File: config.mk
export PLATFORM = sky130hd
export DESIGN_NAME = mcu_bus_top
export DESIGN_NICKNAME = d
export VERILOG_FILES = /design/src/sdr_bus_pkg.sv /design/src/bus_cmd_fsm.sv /design/src/param_regs.sv /design/src/adc_peak_detector.sv /design/src/tx_iq_assembler.sv /design/src/readback_mux.sv /design/src/mcu_bus_top.sv
export VERILOG_INCLUDE_DIRS = /design/src /design/src/src
export SDC_FILE = /design/constraint.sdc
export NUM_CORES = 1
export LEC_CHECK = 0
export BUFFER_PORTS_ARGS = -buffer_cell sky130_fd_sc_hd__buf_2
export CELL_PAD_IN_SITES_DETAIL_PLACEMENT = 1
export CELL_PAD_IN_SITES_GLOBAL_PLACEMENT = 2
export CORE_ASPECT_RATIO = 1.2
export CORE_MARGIN = 5
export CORE_UTILIZATION = 36
export DETAILED_ROUTE_END_ITERATION = 8
export PLACE_DENSITY = 0.85
export SYNTH_ARGS = -nofsm -noshare
export SYNTH_HDL_FRONTEND = slang
export SYNTH_SLANG_ARGS = --single-unit
File: constraint.sdc
create_clock -name adcclk_in -period 21.9 [get_ports adcclk_in]
set_clock_uncertainty 0.2 [all_clocks]
set_input_delay 4.38 -clock adcclk_in [delete_from_list [all_inputs] [get_ports adcclk_in]]
set_output_delay 4.38 -clock adcclk_in [all_outputs]
set_load 0.01 [all_outputs]
File: src/sdr_bus_cfg.svh
`ifndef SDR_BUS_CFG_SVH
`define SDR_BUS_CFG_SVH

// Datapath widths
`define SDR_IQ_W 24
`define SDR_ADC_W 16
`define SDR_NCO_W 32

// Power-up values of the parameter registers
`define SDR_NCO_RESET 242347
`define SDR_GAIN_RESET 32
`define SDR_PEAK_INIT 32000

// Fixed frame lengths in data bytes
`define SDR_PARAM_BYTES 21
`define SDR_STATUS_BYTES 10

// Info upload payload
`define SDR_INFO_B0 4
`define SDR_INFO_B1 0
`define SDR_INFO_B2 0

// RX CIC decimation for rate codes 0..3
`define SDR_CIC_R0 160
`define SDR_CIC_R1 320
`define SDR_CIC_R2 640
`define SDR_CIC_R3 1280

`endif

File: src/sdr_bus_pkg.sv
package sdr_bus_pkg;

	// Command byte sent by the MCU together with data_sync
	typedef enum logic [7:0]
	{
		CMD_BUS_TEST   = 8'd0,
		CMD_SET_PARAMS = 8'd1,
		CMD_GET_STATUS = 8'd2,
		CMD_TX_IQ      = 8'd3,
		CMD_RX_IQ      = 8'd4,
		CMD_RESET_ON   = 8'd5,
		CMD_RESET_OFF  = 8'd6,
		CMD_GET_INFO   = 8'd8 // Opcode 7 was flash access
	} bus_cmd_e;

	// Frame currently being walked by the command FSM
	typedef enum logic [2:0]
	{
		FR_IDLE,
		FR_ECHO,
		FR_PARAMS, // Download
		FR_STATUS, // Upload
		FR_TX_IQ, // Download
		FR_RX_IQ, // Upload, endless
		FR_INFO // Upload
	} frame_e;

endpackage

File: src/bus_cmd_fsm.sv
`timescale 1ns/1ps
`include "sdr_bus_cfg.svh"

module bus_cmd_fsm
	import sdr_bus_pkg::*;
(
	input  logic       adcclk_in,
	input  logic       ADC_MINMAX_RESET,
	input  logic       data_sync,
	input  logic [7:0] bus_in,
	input  logic       rx2_en,
	input  logic       rx_last,
	output frame_e     frame,
	output logic [4:0] byte_idx,
	output logic       wr_stb,
	output logic       bus_oe,
	output logic       peak_clear,
	output logic       rx_capture,
	output logic       iq_rx_req,
	output logic       core_reset_n
);

	bus_cmd_e cmd;
	logic     last_byte;
	logic     rx_wrap;

	assign cmd = bus_cmd_e'(bus_in);

	// rx2_en may drop while the second receiver is being sent
	assign rx_wrap = rx_last || (!rx2_en && byte_idx > 5'd5);

	always_comb
	begin
		case (frame)
			FR_PARAMS: last_byte = (byte_idx == 5'(`SDR_PARAM_BYTES - 1));
			FR_STATUS: last_byte = (byte_idx == 5'(`SDR_STATUS_BYTES - 1));
			FR_TX_IQ:  last_byte = (byte_idx == 5'd5); // Q and I, 3 bytes each
			FR_INFO:   last_byte = (byte_idx == 5'd2);
			default:   last_byte = 1'b0;
		endcase
	end

	assign wr_stb = !data_sync && (frame == FR_PARAMS || frame == FR_TX_IQ);

	// Max low byte is on its way out, so the tracker may restart
	assign peak_clear = !data_sync && frame == FR_STATUS && byte_idx == 5'd4;

	// First capture on the command edge, then on every frame wrap
	assign rx_capture = data_sync ? (cmd == CMD_RX_IQ) : (frame == FR_RX_IQ && rx_wrap);

	always_ff @(posedge adcclk_in)
	begin
		if (ADC_MINMAX_RESET)
		begin
			frame        <= FR_IDLE;
			byte_idx     <= 5'd0;
			bus_oe       <= 1'b0;
			iq_rx_req    <= 1'b0;
			core_reset_n <= 1'b0;
		end
		else
		begin
			iq_rx_req <= rx_capture;
			if (data_sync)
			begin
				byte_idx <= 5'd0;
				bus_oe   <= 1'b0; // Abort whatever was running
				case (cmd)
					CMD_BUS_TEST:   frame <= FR_ECHO;
					CMD_SET_PARAMS: frame <= FR_PARAMS;
					CMD_GET_STATUS:
					begin
						frame  <= FR_STATUS;
						bus_oe <= 1'b1;
					end
					CMD_TX_IQ:      frame <= FR_TX_IQ;
					CMD_RX_IQ:
					begin
						frame  <= FR_RX_IQ;
						bus_oe <= 1'b1;
					end
					CMD_RESET_ON:
					begin
						frame        <= FR_IDLE;
						core_reset_n <= 1'b0;
					end
					CMD_RESET_OFF:
					begin
						frame        <= FR_IDLE;
						core_reset_n <= 1'b1;
					end
					CMD_GET_INFO:
					begin
						frame  <= FR_INFO;
						bus_oe <= 1'b1;
					end
					default:        frame <= FR_IDLE; // Unknown or flash
				endcase
			end
			else
			begin
				case (frame)
					FR_ECHO:
					begin
						// Even index captures, odd index drives back
						byte_idx <= {4'd0, ~byte_idx[0]};
						if (byte_idx[0])
							bus_oe <= 1'b1;
					end
					FR_RX_IQ:
						byte_idx <= rx_wrap ? 5'd0 : byte_idx + 5'd1;
					FR_PARAMS, FR_STATUS, FR_TX_IQ, FR_INFO:
					begin
						if (last_byte)
							frame <= FR_IDLE;
						else
							byte_idx <= byte_idx + 5'd1;
					end
					default:
						frame <= FR_IDLE;
				endcase
			end
		end
	end

endmodule

File: src/param_regs.sv
`timescale 1ns/1ps
`include "sdr_bus_cfg.svh"

module param_regs
	import sdr_bus_pkg::*;
(
	input  logic                         adcclk_in,
	input  logic                         ADC_MINMAX_RESET,
	input  logic                         wr_stb,
	input  frame_e                       frame,
	input  logic [4:0]                   byte_idx,
	input  logic [7:0]                   bus_in,
	output logic [`SDR_NCO_W-1:0]        nco1_freq,
	output logic [`SDR_NCO_W-1:0]        nco2_freq,
	output logic [`SDR_NCO_W-1:0]        tx_nco_freq,
	output logic                         rx1_en,
	output logic                         rx2_en,
	output logic                         tx_en,
	output logic                         adc_dith,
	output logic                         adc_shdn,
	output logic                         adc_rand,
	output logic                         adc_pga,
	output logic                         preamp_en,
	output logic [7:0]                   cicfir_gain,
	output logic [7:0]                   tx_cicfir_gain,
	output logic [7:0]                   dac_gain,
	output logic signed [`SDR_ADC_W-1:0] adc_offset,
	output logic signed [7:0]            vcxo_correction,
	output logic [5:0]                   dac_ctrl,
	output logic [10:0]                  rx_cic_rate,
	output logic [1:0]                   dac_drv,
	output logic                         tx_clear
);

	logic wr_en;

	assign wr_en = wr_stb && frame == FR_PARAMS;

	// tx bit low in the flag byte flushes the TX sample
	assign tx_clear = wr_en && byte_idx == 5'd0 && !bus_in[2];

	always_ff @(posedge adcclk_in)
	begin
		if (ADC_MINMAX_RESET)
		begin
			nco1_freq       <= `SDR_NCO_RESET;
			nco2_freq       <= `SDR_NCO_RESET;
			tx_nco_freq     <= `SDR_NCO_RESET;
			{preamp_en, adc_pga, adc_rand, adc_shdn} <= 4'b0001; // ADC starts shut down
			{adc_dith, tx_en, rx2_en, rx1_en}        <= 4'b0001;
			cicfir_gain     <= 8'(`SDR_GAIN_RESET);
			tx_cicfir_gain  <= 8'(`SDR_GAIN_RESET);
			dac_gain        <= 8'd0;
			adc_offset      <= '0;
			vcxo_correction <= 8'sd0;
			dac_ctrl        <= 6'd0;
			rx_cic_rate     <= 11'(`SDR_CIC_R2);
			dac_drv         <= 2'b11;
		end
		else if (wr_en)
		begin
			case (byte_idx)
				5'd0: {preamp_en, adc_pga, adc_rand, adc_shdn,
					adc_dith, tx_en, rx2_en, rx1_en} <= bus_in;
				5'd1, 5'd2, 5'd3, 5'd4: nco1_freq <= {nco1_freq[`SDR_NCO_W-9:0], bus_in}; // MSB first
				5'd5, 5'd6, 5'd7, 5'd8: nco2_freq <= {nco2_freq[`SDR_NCO_W-9:0], bus_in};
				5'd9:  cicfir_gain    <= bus_in;
				5'd10: tx_cicfir_gain <= bus_in;
				5'd11: dac_gain       <= bus_in;
				5'd12, 5'd13: adc_offset <= {adc_offset[`SDR_ADC_W-9:0], bus_in};
				5'd14: vcxo_correction <= bus_in;
				5'd15:
				begin
					dac_ctrl <= bus_in[5:0];
					case (bus_in[7:6])
						2'd0:    rx_cic_rate <= 11'(`SDR_CIC_R0);
						2'd1:    rx_cic_rate <= 11'(`SDR_CIC_R1);
						2'd2:    rx_cic_rate <= 11'(`SDR_CIC_R2);
						default: rx_cic_rate <= 11'(`SDR_CIC_R3);
					endcase
				end
				5'd16, 5'd17, 5'd18, 5'd19: tx_nco_freq <= {tx_nco_freq[`SDR_NCO_W-9:0], bus_in};
				5'd20: dac_drv <= bus_in[1:0];
				default: ;
			endcase
		end
	end

endmodule

File: src/adc_peak_detector.sv
`timescale 1ns/1ps
`include "sdr_bus_cfg.svh"

module adc_peak_detector
(
	input  logic                         adcclk_in,
	input  logic                         ADC_MINMAX_RESET,
	input  logic                         peak_clear,
	input  logic signed [`SDR_ADC_W-1:0] adc_in,
	output logic signed [`SDR_ADC_W-1:0] adc_min,
	output logic signed [`SDR_ADC_W-1:0] adc_max
);

	logic                         restart;
	logic signed [`SDR_ADC_W-1:0] min_base;
	logic signed [`SDR_ADC_W-1:0] max_base;

	assign restart = ADC_MINMAX_RESET || peak_clear;

	// Start from the opposite rails so the first sample always wins
	assign min_base = restart ? `SDR_ADC_W'(`SDR_PEAK_INIT) : adc_min;
	assign max_base = restart ? `SDR_ADC_W'(-`SDR_PEAK_INIT) : adc_max;

	always_ff @(posedge adcclk_in)
	begin
		adc_min <= (adc_in < min_base) ? adc_in : min_base;
		adc_max <= (adc_in > max_base) ? adc_in : max_base;
	end

endmodule

File: src/tx_iq_assembler.sv
`timescale 1ns/1ps
`include "sdr_bus_cfg.svh"

module tx_iq_assembler
(
	input  logic                        adcclk_in,
	input  logic                        ADC_MINMAX_RESET,
	input  logic                        tx_frame,
	input  logic                        wr_stb,
	input  logic [4:0]                  byte_idx,
	input  logic [7:0]                  bus_in,
	input  logic                        tx_clear,
	output logic signed [`SDR_IQ_W-1:0] tx_i,
	output logic signed [`SDR_IQ_W-1:0] tx_q,
	output logic                        tx_iq_valid
);

	logic [`SDR_IQ_W-1:0] stage_q;
	logic [`SDR_IQ_W-9:0] stage_i; // Last I byte comes straight from the bus
	logic                 take;

	assign take = tx_frame && wr_stb;

	always_ff @(posedge adcclk_in)
	begin
		if (take && byte_idx < 5'd3)
			stage_q <= {stage_q[`SDR_IQ_W-9:0], bus_in}; // MSB first
		else if (take && byte_idx < 5'd5)
			stage_i <= {stage_i[`SDR_IQ_W-17:0], bus_in};
	end

	always_ff @(posedge adcclk_in)
	begin
		if (ADC_MINMAX_RESET)
		begin
			tx_i        <= '0;
			tx_q        <= '0;
			tx_iq_valid <= 1'b0;
		end
		else
		begin
			tx_iq_valid <= 1'b0;
			if (tx_clear)
			begin
				tx_i        <= '0;
				tx_q        <= '0;
				tx_iq_valid <= 1'b1;
			end
			else if (take && byte_idx == 5'd5)
			begin
				tx_q        <= stage_q;
				tx_i        <= {stage_i, bus_in};
				tx_iq_valid <= 1'b1; // Both halves land together
			end
		end
	end

endmodule

File: src/readback_mux.sv
`timescale 1ns/1ps
`include "sdr_bus_cfg.svh"

module readback_mux
	import sdr_bus_pkg::*;
(
	input  logic                         adcclk_in,
	input  logic                         ADC_MINMAX_RESET,
	input  frame_e                       frame,
	input  logic [4:0]                   byte_idx,
	input  logic                         rx_capture,
	input  logic [7:0]                   bus_in,
	input  logic                         rx2_en,
	input  logic                         adc_otr,
	input  logic                         dac_otr,
	input  logic signed [`SDR_ADC_W-1:0] adc_min,
	input  logic signed [`SDR_ADC_W-1:0] adc_max,
	input  logic signed [`SDR_IQ_W-1:0]  vcxo_error,
	input  logic signed [`SDR_ADC_W-1:0] adc_raw,
	input  logic signed [`SDR_IQ_W-1:0]  rx1_i,
	input  logic signed [`SDR_IQ_W-1:0]  rx1_q,
	input  logic signed [`SDR_IQ_W-1:0]  rx2_i,
	input  logic signed [`SDR_IQ_W-1:0]  rx2_q,
	output logic [7:0]                   bus_out,
	output logic                         rx_last
);

	logic [`SDR_IQ_W-1:0] hold_rx1_i;
	logic [`SDR_IQ_W-1:0] hold_rx1_q;
	logic [`SDR_IQ_W-1:0] hold_rx2_i;
	logic [`SDR_IQ_W-1:0] hold_rx2_q;
	logic [7:0]           echo_byte;
	logic [79:0]          status_bytes;
	logic [95:0]          rx_bytes;
	logic [23:0]          info_bytes;

	// Byte 0 sits in the top slot of each vector
	assign status_bytes = {6'd0, dac_otr, adc_otr, adc_min, adc_max, vcxo_error, adc_raw};
	assign rx_bytes     = {hold_rx1_q, hold_rx1_i, hold_rx2_q, hold_rx2_i};
	assign info_bytes   = {8'(`SDR_INFO_B0), 8'(`SDR_INFO_B1), 8'(`SDR_INFO_B2)};

	assign rx_last = frame == FR_RX_IQ && byte_idx == (rx2_en ? 5'd11 : 5'd5);

	always_ff @(posedge adcclk_in)
	begin
		if (rx_capture)
		begin
			hold_rx1_i <= rx1_i;
			hold_rx1_q <= rx1_q;
			hold_rx2_i <= rx2_i;
			hold_rx2_q <= rx2_q;
		end
		if (frame == FR_ECHO && !byte_idx[0])
			echo_byte <= bus_in;
	end

	always_ff @(posedge adcclk_in)
	begin
		if (ADC_MINMAX_RESET)
			bus_out <= 8'd0;
		else
		begin
			case (frame)
				FR_STATUS: bus_out <= status_bytes[8 * (9 - int'(byte_idx)) +: 8];
				FR_RX_IQ:  bus_out <= rx_bytes[8 * (11 - int'(byte_idx)) +: 8];
				FR_INFO:   bus_out <= info_bytes[8 * (2 - int'(byte_idx)) +: 8];
				FR_ECHO:
				begin
					if (byte_idx[0])
						bus_out <= echo_byte;
				end
				default:   bus_out <= bus_out; // Keep last byte on the bus
			endcase
		end
	end

endmodule

File: src/mcu_bus_top.sv
`timescale 1ns/1ps
`include "sdr_bus_cfg.svh"

module mcu_bus_top
	import sdr_bus_pkg::*;
(
	input  logic                         adcclk_in,
	input  logic                         ADC_MINMAX_RESET,
	input  logic                         data_sync,
	input  logic [7:0]                   bus_in,
	input  logic signed [`SDR_ADC_W-1:0] adc_in,
	input  logic signed [`SDR_ADC_W-1:0] adc_raw,
	input  logic                         adc_otr,
	input  logic                         dac_otr,
	input  logic signed [`SDR_IQ_W-1:0]  vcxo_error,
	input  logic signed [`SDR_IQ_W-1:0]  rx1_i,
	input  logic signed [`SDR_IQ_W-1:0]  rx1_q,
	input  logic signed [`SDR_IQ_W-1:0]  rx2_i,
	input  logic signed [`SDR_IQ_W-1:0]  rx2_q,
	output logic [7:0]                   bus_out,
	output logic                         bus_oe,
	output logic                         iq_rx_req,
	output logic                         core_reset_n,
	output logic [`SDR_NCO_W-1:0]        nco1_freq,
	output logic [`SDR_NCO_W-1:0]        nco2_freq,
	output logic [`SDR_NCO_W-1:0]        tx_nco_freq,
	output logic                         rx1_en,
	output logic                         rx2_en,
	output logic                         tx_en,
	output logic                         adc_dith,
	output logic                         adc_shdn,
	output logic                         adc_rand,
	output logic                         adc_pga,
	output logic                         preamp_en,
	output logic [7:0]                   cicfir_gain,
	output logic [7:0]                   tx_cicfir_gain,
	output logic [7:0]                   dac_gain,
	output logic signed [`SDR_ADC_W-1:0] adc_offset,
	output logic signed [7:0]            vcxo_correction,
	output logic [5:0]                   dac_ctrl,
	output logic [10:0]                  rx_cic_rate,
	output logic [1:0]                   dac_drv,
	output logic signed [`SDR_IQ_W-1:0]  tx_i,
	output logic signed [`SDR_IQ_W-1:0]  tx_q,
	output logic                         tx_iq_valid
);

	frame_e                       frame;
	logic [4:0]                   byte_idx;
	logic                         wr_stb;
	logic                         peak_clear;
	logic                         rx_capture;
	logic                         rx_last;
	logic                         tx_clear;
	logic                         tx_frame;
	logic signed [`SDR_ADC_W-1:0] adc_min;
	logic signed [`SDR_ADC_W-1:0] adc_max;

	assign tx_frame = (frame == FR_TX_IQ);

	bus_cmd_fsm u_fsm (.*);

	param_regs u_params (.*);

	adc_peak_detector u_peak (.*);

	tx_iq_assembler u_tx_iq (.*);

	readback_mux u_readback (.*);

endmodule

# After elaboration in Yosys (flattened, before gate mapping)
# Cells that the tools add are included.
# W data, S select, Z words.
# totals
register_bits	415
output_inout_bits	231
word_cells	170
# classes
add_sub_neg	4
n_lt_le_gt_ge	5
eq_ne	40
shifts	3
mux	24
n_bitwise	2
n_reduce_logical	55
# ops
op	count
$shiftx A96 B32 Y8	1
$shiftx A80 B32 Y8	1
$mux W16	4
$eq A5 B4 Y1 const B	8
$reduce_and A2 Y1	17
$pmux W11 S3	1
$pmux W8 S4	1
$shiftx A24 B32 Y8 const A	1
$eq A5 B5 Y1 const B	5
$eq A8 B3 Y1 const B	3
$eq A5 B3 Y1 const B	4
$pmux W3 S6	1
$eq A8 B2 Y1 const B	2
$gt A16 B16 Y1	1
$lt A16 B16 Y1	1
$reduce_or A4 Y1	4
$pmux W5 S3	1
$logic_and A1 B1 Y1	14
$sub A4 B5 Y6 const A	2
$eq A5 B2 Y1 const B	2
$mux W5	2
$eq A3 B3 Y1 const B	3
$eq A8 B1 Y1 const B	1
$eq A8 B4 Y1 const B	1
32 further kinds	52

# Depth between registers and ports, before layout
# depth
depth_word	7
ltp_mapped	17

# Hierarchy
# From an unflattened synthesis, not the netlist that was laid out.
# unflattened
cells_unflattened	1585
area_unflattened_um2	17331.6
# by_module_without_submodules
module	n_inst	cells_each	area_each_um2
param_regs	1	666	6119.6
readback_mux	1	344	5295.1
tx_iq_assembler	1	273	3205.6
adc_peak_detector	1	201	1900.6
bus_cmd_fsm	1	100	798.3
mcu_bus_top	1	1	12.5

# Worst setup path before layout
# No wires, ideal clock.
# synth_timing
path_type	in2reg
startpoint	input data_sync
endpoint	register u_readback.hold_rx1_i[0], enable pin
setup_ps	698
arrival_ps	11931
t_required_ps	21002
setup_slack_ps	9071
stages	4
path_buffers	1
path_cell_list	buf_2 inv_1 nand2_1 o32ai_1
# synth_via
elab_chain_cells	1
# synth_lines
element	line	source
start, declared	mcu_bus_top.sv:9	input logic data_sync,
$mux W1	bus_cmd_fsm.sv:49	assign rx_capture = data_sync ? (cmd == CMD_RX_IQ) : (frame == FR_RX_IQ && rx_wrap);
named net rx_capture	mcu_bus_top.sv:52	logic rx_capture;
end signal, assigned	readback_mux.sv:48	hold_rx1_i <= rx1_i;
end, declared	readback_mux.sv:28	logic [`SDR_IQ_W-1:0] hold_rx1_i;
# The timed path passes the listed nets, and every way through them passes these cells.
# A chain may end at the register's enable or synchronous reset.

# Worst setup path after layout
# layout_timing
startpoint	input data_sync
endpoint	register u_peak.adc_min[2]
# layout_via
elab_chain_cells	7
# layout_lines
element	line	source
$logic_not A1 Y1 (*)	bus_cmd_fsm.sv:46	assign peak_clear = !data_sync && frame == FR_STATUS && byte_idx == 5'd4;
$logic_and A1 B1 Y1 (*) (2 in a row)	bus_cmd_fsm.sv:46	
$logic_or A1 B1 Y1 (*)	adc_peak_detector.sv:18	assign restart = ADC_MINMAX_RESET || peak_clear;
$mux W16 (*)	adc_peak_detector.sv:21	assign min_base = restart ? `SDR_ADC_W'(`SDR_PEAK_INIT) : adc_min;
$lt A16 B16 Y1	adc_peak_detector.sv:26	adc_min <= (adc_in < min_base) ? adc_in : min_base;
$mux W16 (*)	adc_peak_detector.sv:26	
end signal, assigned	adc_peak_detector.sv:26	
end, declared	adc_peak_detector.sv:10	output logic signed [`SDR_ADC_W-1:0] adc_min,
# Mark *: on every way between the ends. The rest lies on a longest branch, timed or not.

==> key figures <==
Timing
  – Period Utilization, post-route: between 30% and 40%
  – Final setup fails: 0
  – Final WS setup: 14.56 ns
  – Relative slew slack: 19.9%
  – Worst-Margin Slew: around 1.2 ns
  – RSZ-0062 raised after global routing: no
  – Max Clk Rate: approximately 140 MHz
  – Slew Viols, Final: 0
  – Final hold vios: 0
  – Period minus WS final: 7.34 ns
  – Total negative slack: 0 ns

Route
  – Drt total wl: 52.4 mm
  – Antenna Nets Post-Route: 0
  – Vias/cell: just over 5
  – Pre-antenna DRT Iters: 5
  – Total vias in the final route: between 10,000 and 15,000
  – DRC viols: 0
  – WL/cell: about 20 um
  – Drt first-iter violations: between 600 and 700

Clock network
  – # hold bufs at CTS: 0
  – Post-CTS Resized: 0
  – Setup Buffers After CTS: 0
  – CTS tree: yes
  – CTS clk-pin slew, worst paths: ~0.060 ns
  – Clk sinks: 410
  – Root Driver: clkbuf_16
  – H-tree levels: 2
  – TritonCTS Buffers: 45
  – Max Buffers Root-to-Sink: 3
  – Worst-skew pair later-pin latency: about 0.56 ns

Global route
  – First-pass GRT wire length: 79.8 mm
  – Largest net degree at the start of global routing: between 90 and 100
  – Total global-route track usage: 20.1%
  – Global route total overflow: 0
  – Initial antenna violation count: 1
  – Vias in the first global route: 13,500

Finish
  – Area Growth Syn to Fin: 23.4%
  – Final Instance Area: 0.0205 sq mm
  – Final nets: roughly 2,100
  – Leading registers by flop count: u_params.nco1_freq x32, u_params.nco2_freq x32, u_params.tx_nco_freq x32
  – Util after Layout: between 40 and 50%
  – Share of layout cells above drive strength 1: a little over a quarter

Placed design
  – Placed Area: roughly 0.019 sq mm
  – Routability cong.: approximately 0.8
  – HPWL after detailed placement: between 30 and 40 mm
  – IO buf count: 390
  – Setup WS pre-CTS: about 14 ns

Floorplan
  – Initial Util: approximately 36%
  – Die Width: slightly above 200 um
  – Die area: roughly 0.050 sq mm
  – Core area: approximately 0.046 sq mm
  – Die Y: between 200 and 250 um
  – I/O pin count: 396
  – Placement row count: between 80 and 90

Yosys
  – Post-synth EDFFs: roughly 140
  – Top_reg_cell synth: dfxtp_1
  – Syn Inst Count: between 1,500 and 2,000
  – Synth async-reset ratio: 0%
  – Syn_area_per_cell: about 11 sq um
  – Synth Warn #: 0
  – Post-synth cell types: 59
  – Sequential share of the synthesized area: approximately 58%
  – Cell Area, Synth: about 0.017 sq mm
  – FF+latch count, synth: between 400 and 500

Setup path
  – Crit-path cells: buf_2, nor3_1, a41oi_2, buf_4, nand2_1, ha_1, a2111oi_0, nand3_1, a221o_1, a32oi_4, mux2i_1
  – Kind of critical path: primary input to flip-flop
  – Max incr delay on CP: 0.78 ns
  – CP max FO: 24
  – Crit path capture type: flip-flop
  – Crit path launch type: primary input
  – Worst EP required: 22.18 ns
  – Crit path DAT: 7.61 ns
  – Slowest CP cell: a32oi_4

Outcome
  – Outcome: finished clean

Worst hold path
  – Worst Hold Class: flip-flop to flip-flop

Job
  – Max-cap violations: 0

Power and ir drop
  – Power Total: roughly 1.7 mW
  – Peak supply drop: approximately 0.000062 V
  – Pwr/cell area: 80.8 mW/mm^2
  – Leakage dissipation: 8.27 nW
## critical path: cells and delay by family
| family | cells | cell delay [ns] |
|---|---|---|
| compound gates | 4 | 1.79 |
| buf+inv | 2 | 0.50 |
| simple gates | 3 | 0.36 |
| fa+ha+maj | 1 | 0.30 |
| mux | 1 | 0.27 |
## per-layer routing
metal	track usage [%]	wire length, um
met5	0	0
met4	5.31	1140
met3	4.25	2930
met2	35.6	26400
met1	24.9	21900
## cell type report
class | instances | area (sq um)
Clock buffer | 61 | 1300
Sequential cell | 410 | 9650
Clock inverter | 18 | 150
Multi-Input combinational cell | 1021 | 6420
Tap cell | 616 | 771
Timing Repair Buffer | 405 | 2070
Antenna cell | 2 | 5.00
Inverter | 28 | 105
Fill cell | 5161 | 25300
## kinds of logic after synthesis
kind of cell             Yosys count  synth area share (%)
XOR/XNOR                           5                 0.264
multiplexers                     108                  9.54
flip-flops                       410                  58.2
buffers and inverters            139                  3.50
other                              1                0.0226
adder cells (fa/ha/maj)           44                  3.32
AO/OA/AOI/OAI                    260                  9.42
AND/OR/NAND/NOR                  599                  15.8
## synth_stat cells, drive strengths merged (2+ instances only)
cell type	count	area share, %
buf	27	0.97
nand3b	37	1.7
o2111ai	2	0.11
mux4	40	5.4
o21ai	14	0.42
ha	44	3.3
nand2b	9	0.34
inv	28	0.63
a221oi	6	0.32
and3	4	0.15
a22o	5	0.26
and2	8	0.32
or4b	2	0.12
nor3b	8	0.36
or2	3	0.11
nor3	16	0.48
a211o	6	0.32
a221o	2	0.12
xnor2	3	0.16
o31ai	3	0.14
a211oi	12	0.54
edfxtp	144	26
o211ai	5	0.23
nand4	8	0.30
o221ai	3	0.16
a21o	6	0.27
or3	3	0.11
nand3	19	0.57
xor2	2	0.11
clkbuf	84	1.9
a31oi	10	0.41
and4	2	0.11
o211a	2	0.12
nand2	386	8.7
mux2i	67	4.0
o22ai	6	0.23
nor2	80	1.8
dfxtp	266	32
a2111oi	3	0.16
a21oi	168	5.1
nor2b	10	0.38
## cell usage in the layout (no fill, tap or decap), types with 19 or more instances in the layout
| cell type | count |
|---|---|
| a21oi_1 | 168 |
| buf_2 | 389 |
| clkbuf_16 | 47 |
| dfxtp_1 | 264 |
| edfxtp_1 | 144 |
| ha_1 | 44 |
| inv_1 | 28 |
| mux2i_1 | 67 |
| mux4_2 | 40 |
| nand2_1 | 386 |
| nand3_1 | 19 |
| nand3b_1 | 37 |
| nor2_1 | 78 |
## path summary, 6_finish.rpt
kind	from	end	slack [ns]	depth (start not counted)
setup / recovery	data_sync	u_peak.adc_min[2]	14.56	11
hold / removal	u_tx_iq.stage_q[0]	u_tx_iq.stage_q[8]	0.24	0
hold reg to reg	u_tx_iq.stage_q[0]	u_tx_iq.stage_q[8]	0.24	0
setup reg to reg	u_fsm.byte_idx[1]	u_peak.adc_min[2]	16.98	13
## power by group
group	total, mW	internal, mW	switching, mW
sequential	0.812	0.801	0.0106
clock	0.744	0.438	0.306
combinational	0.0994	0.0446	0.0549
total	1.66	1.28	0.372
## stage by stage
stage,hold WS (ns),cells
finish,0.241,2561
global route,0.255,2559
CTS,0.234,2559
detailed placement,0.235,2480
global placement,0.233,2480
floorplan,0.226,1570
No activity file was read; power rests on OpenSTA's default activity.
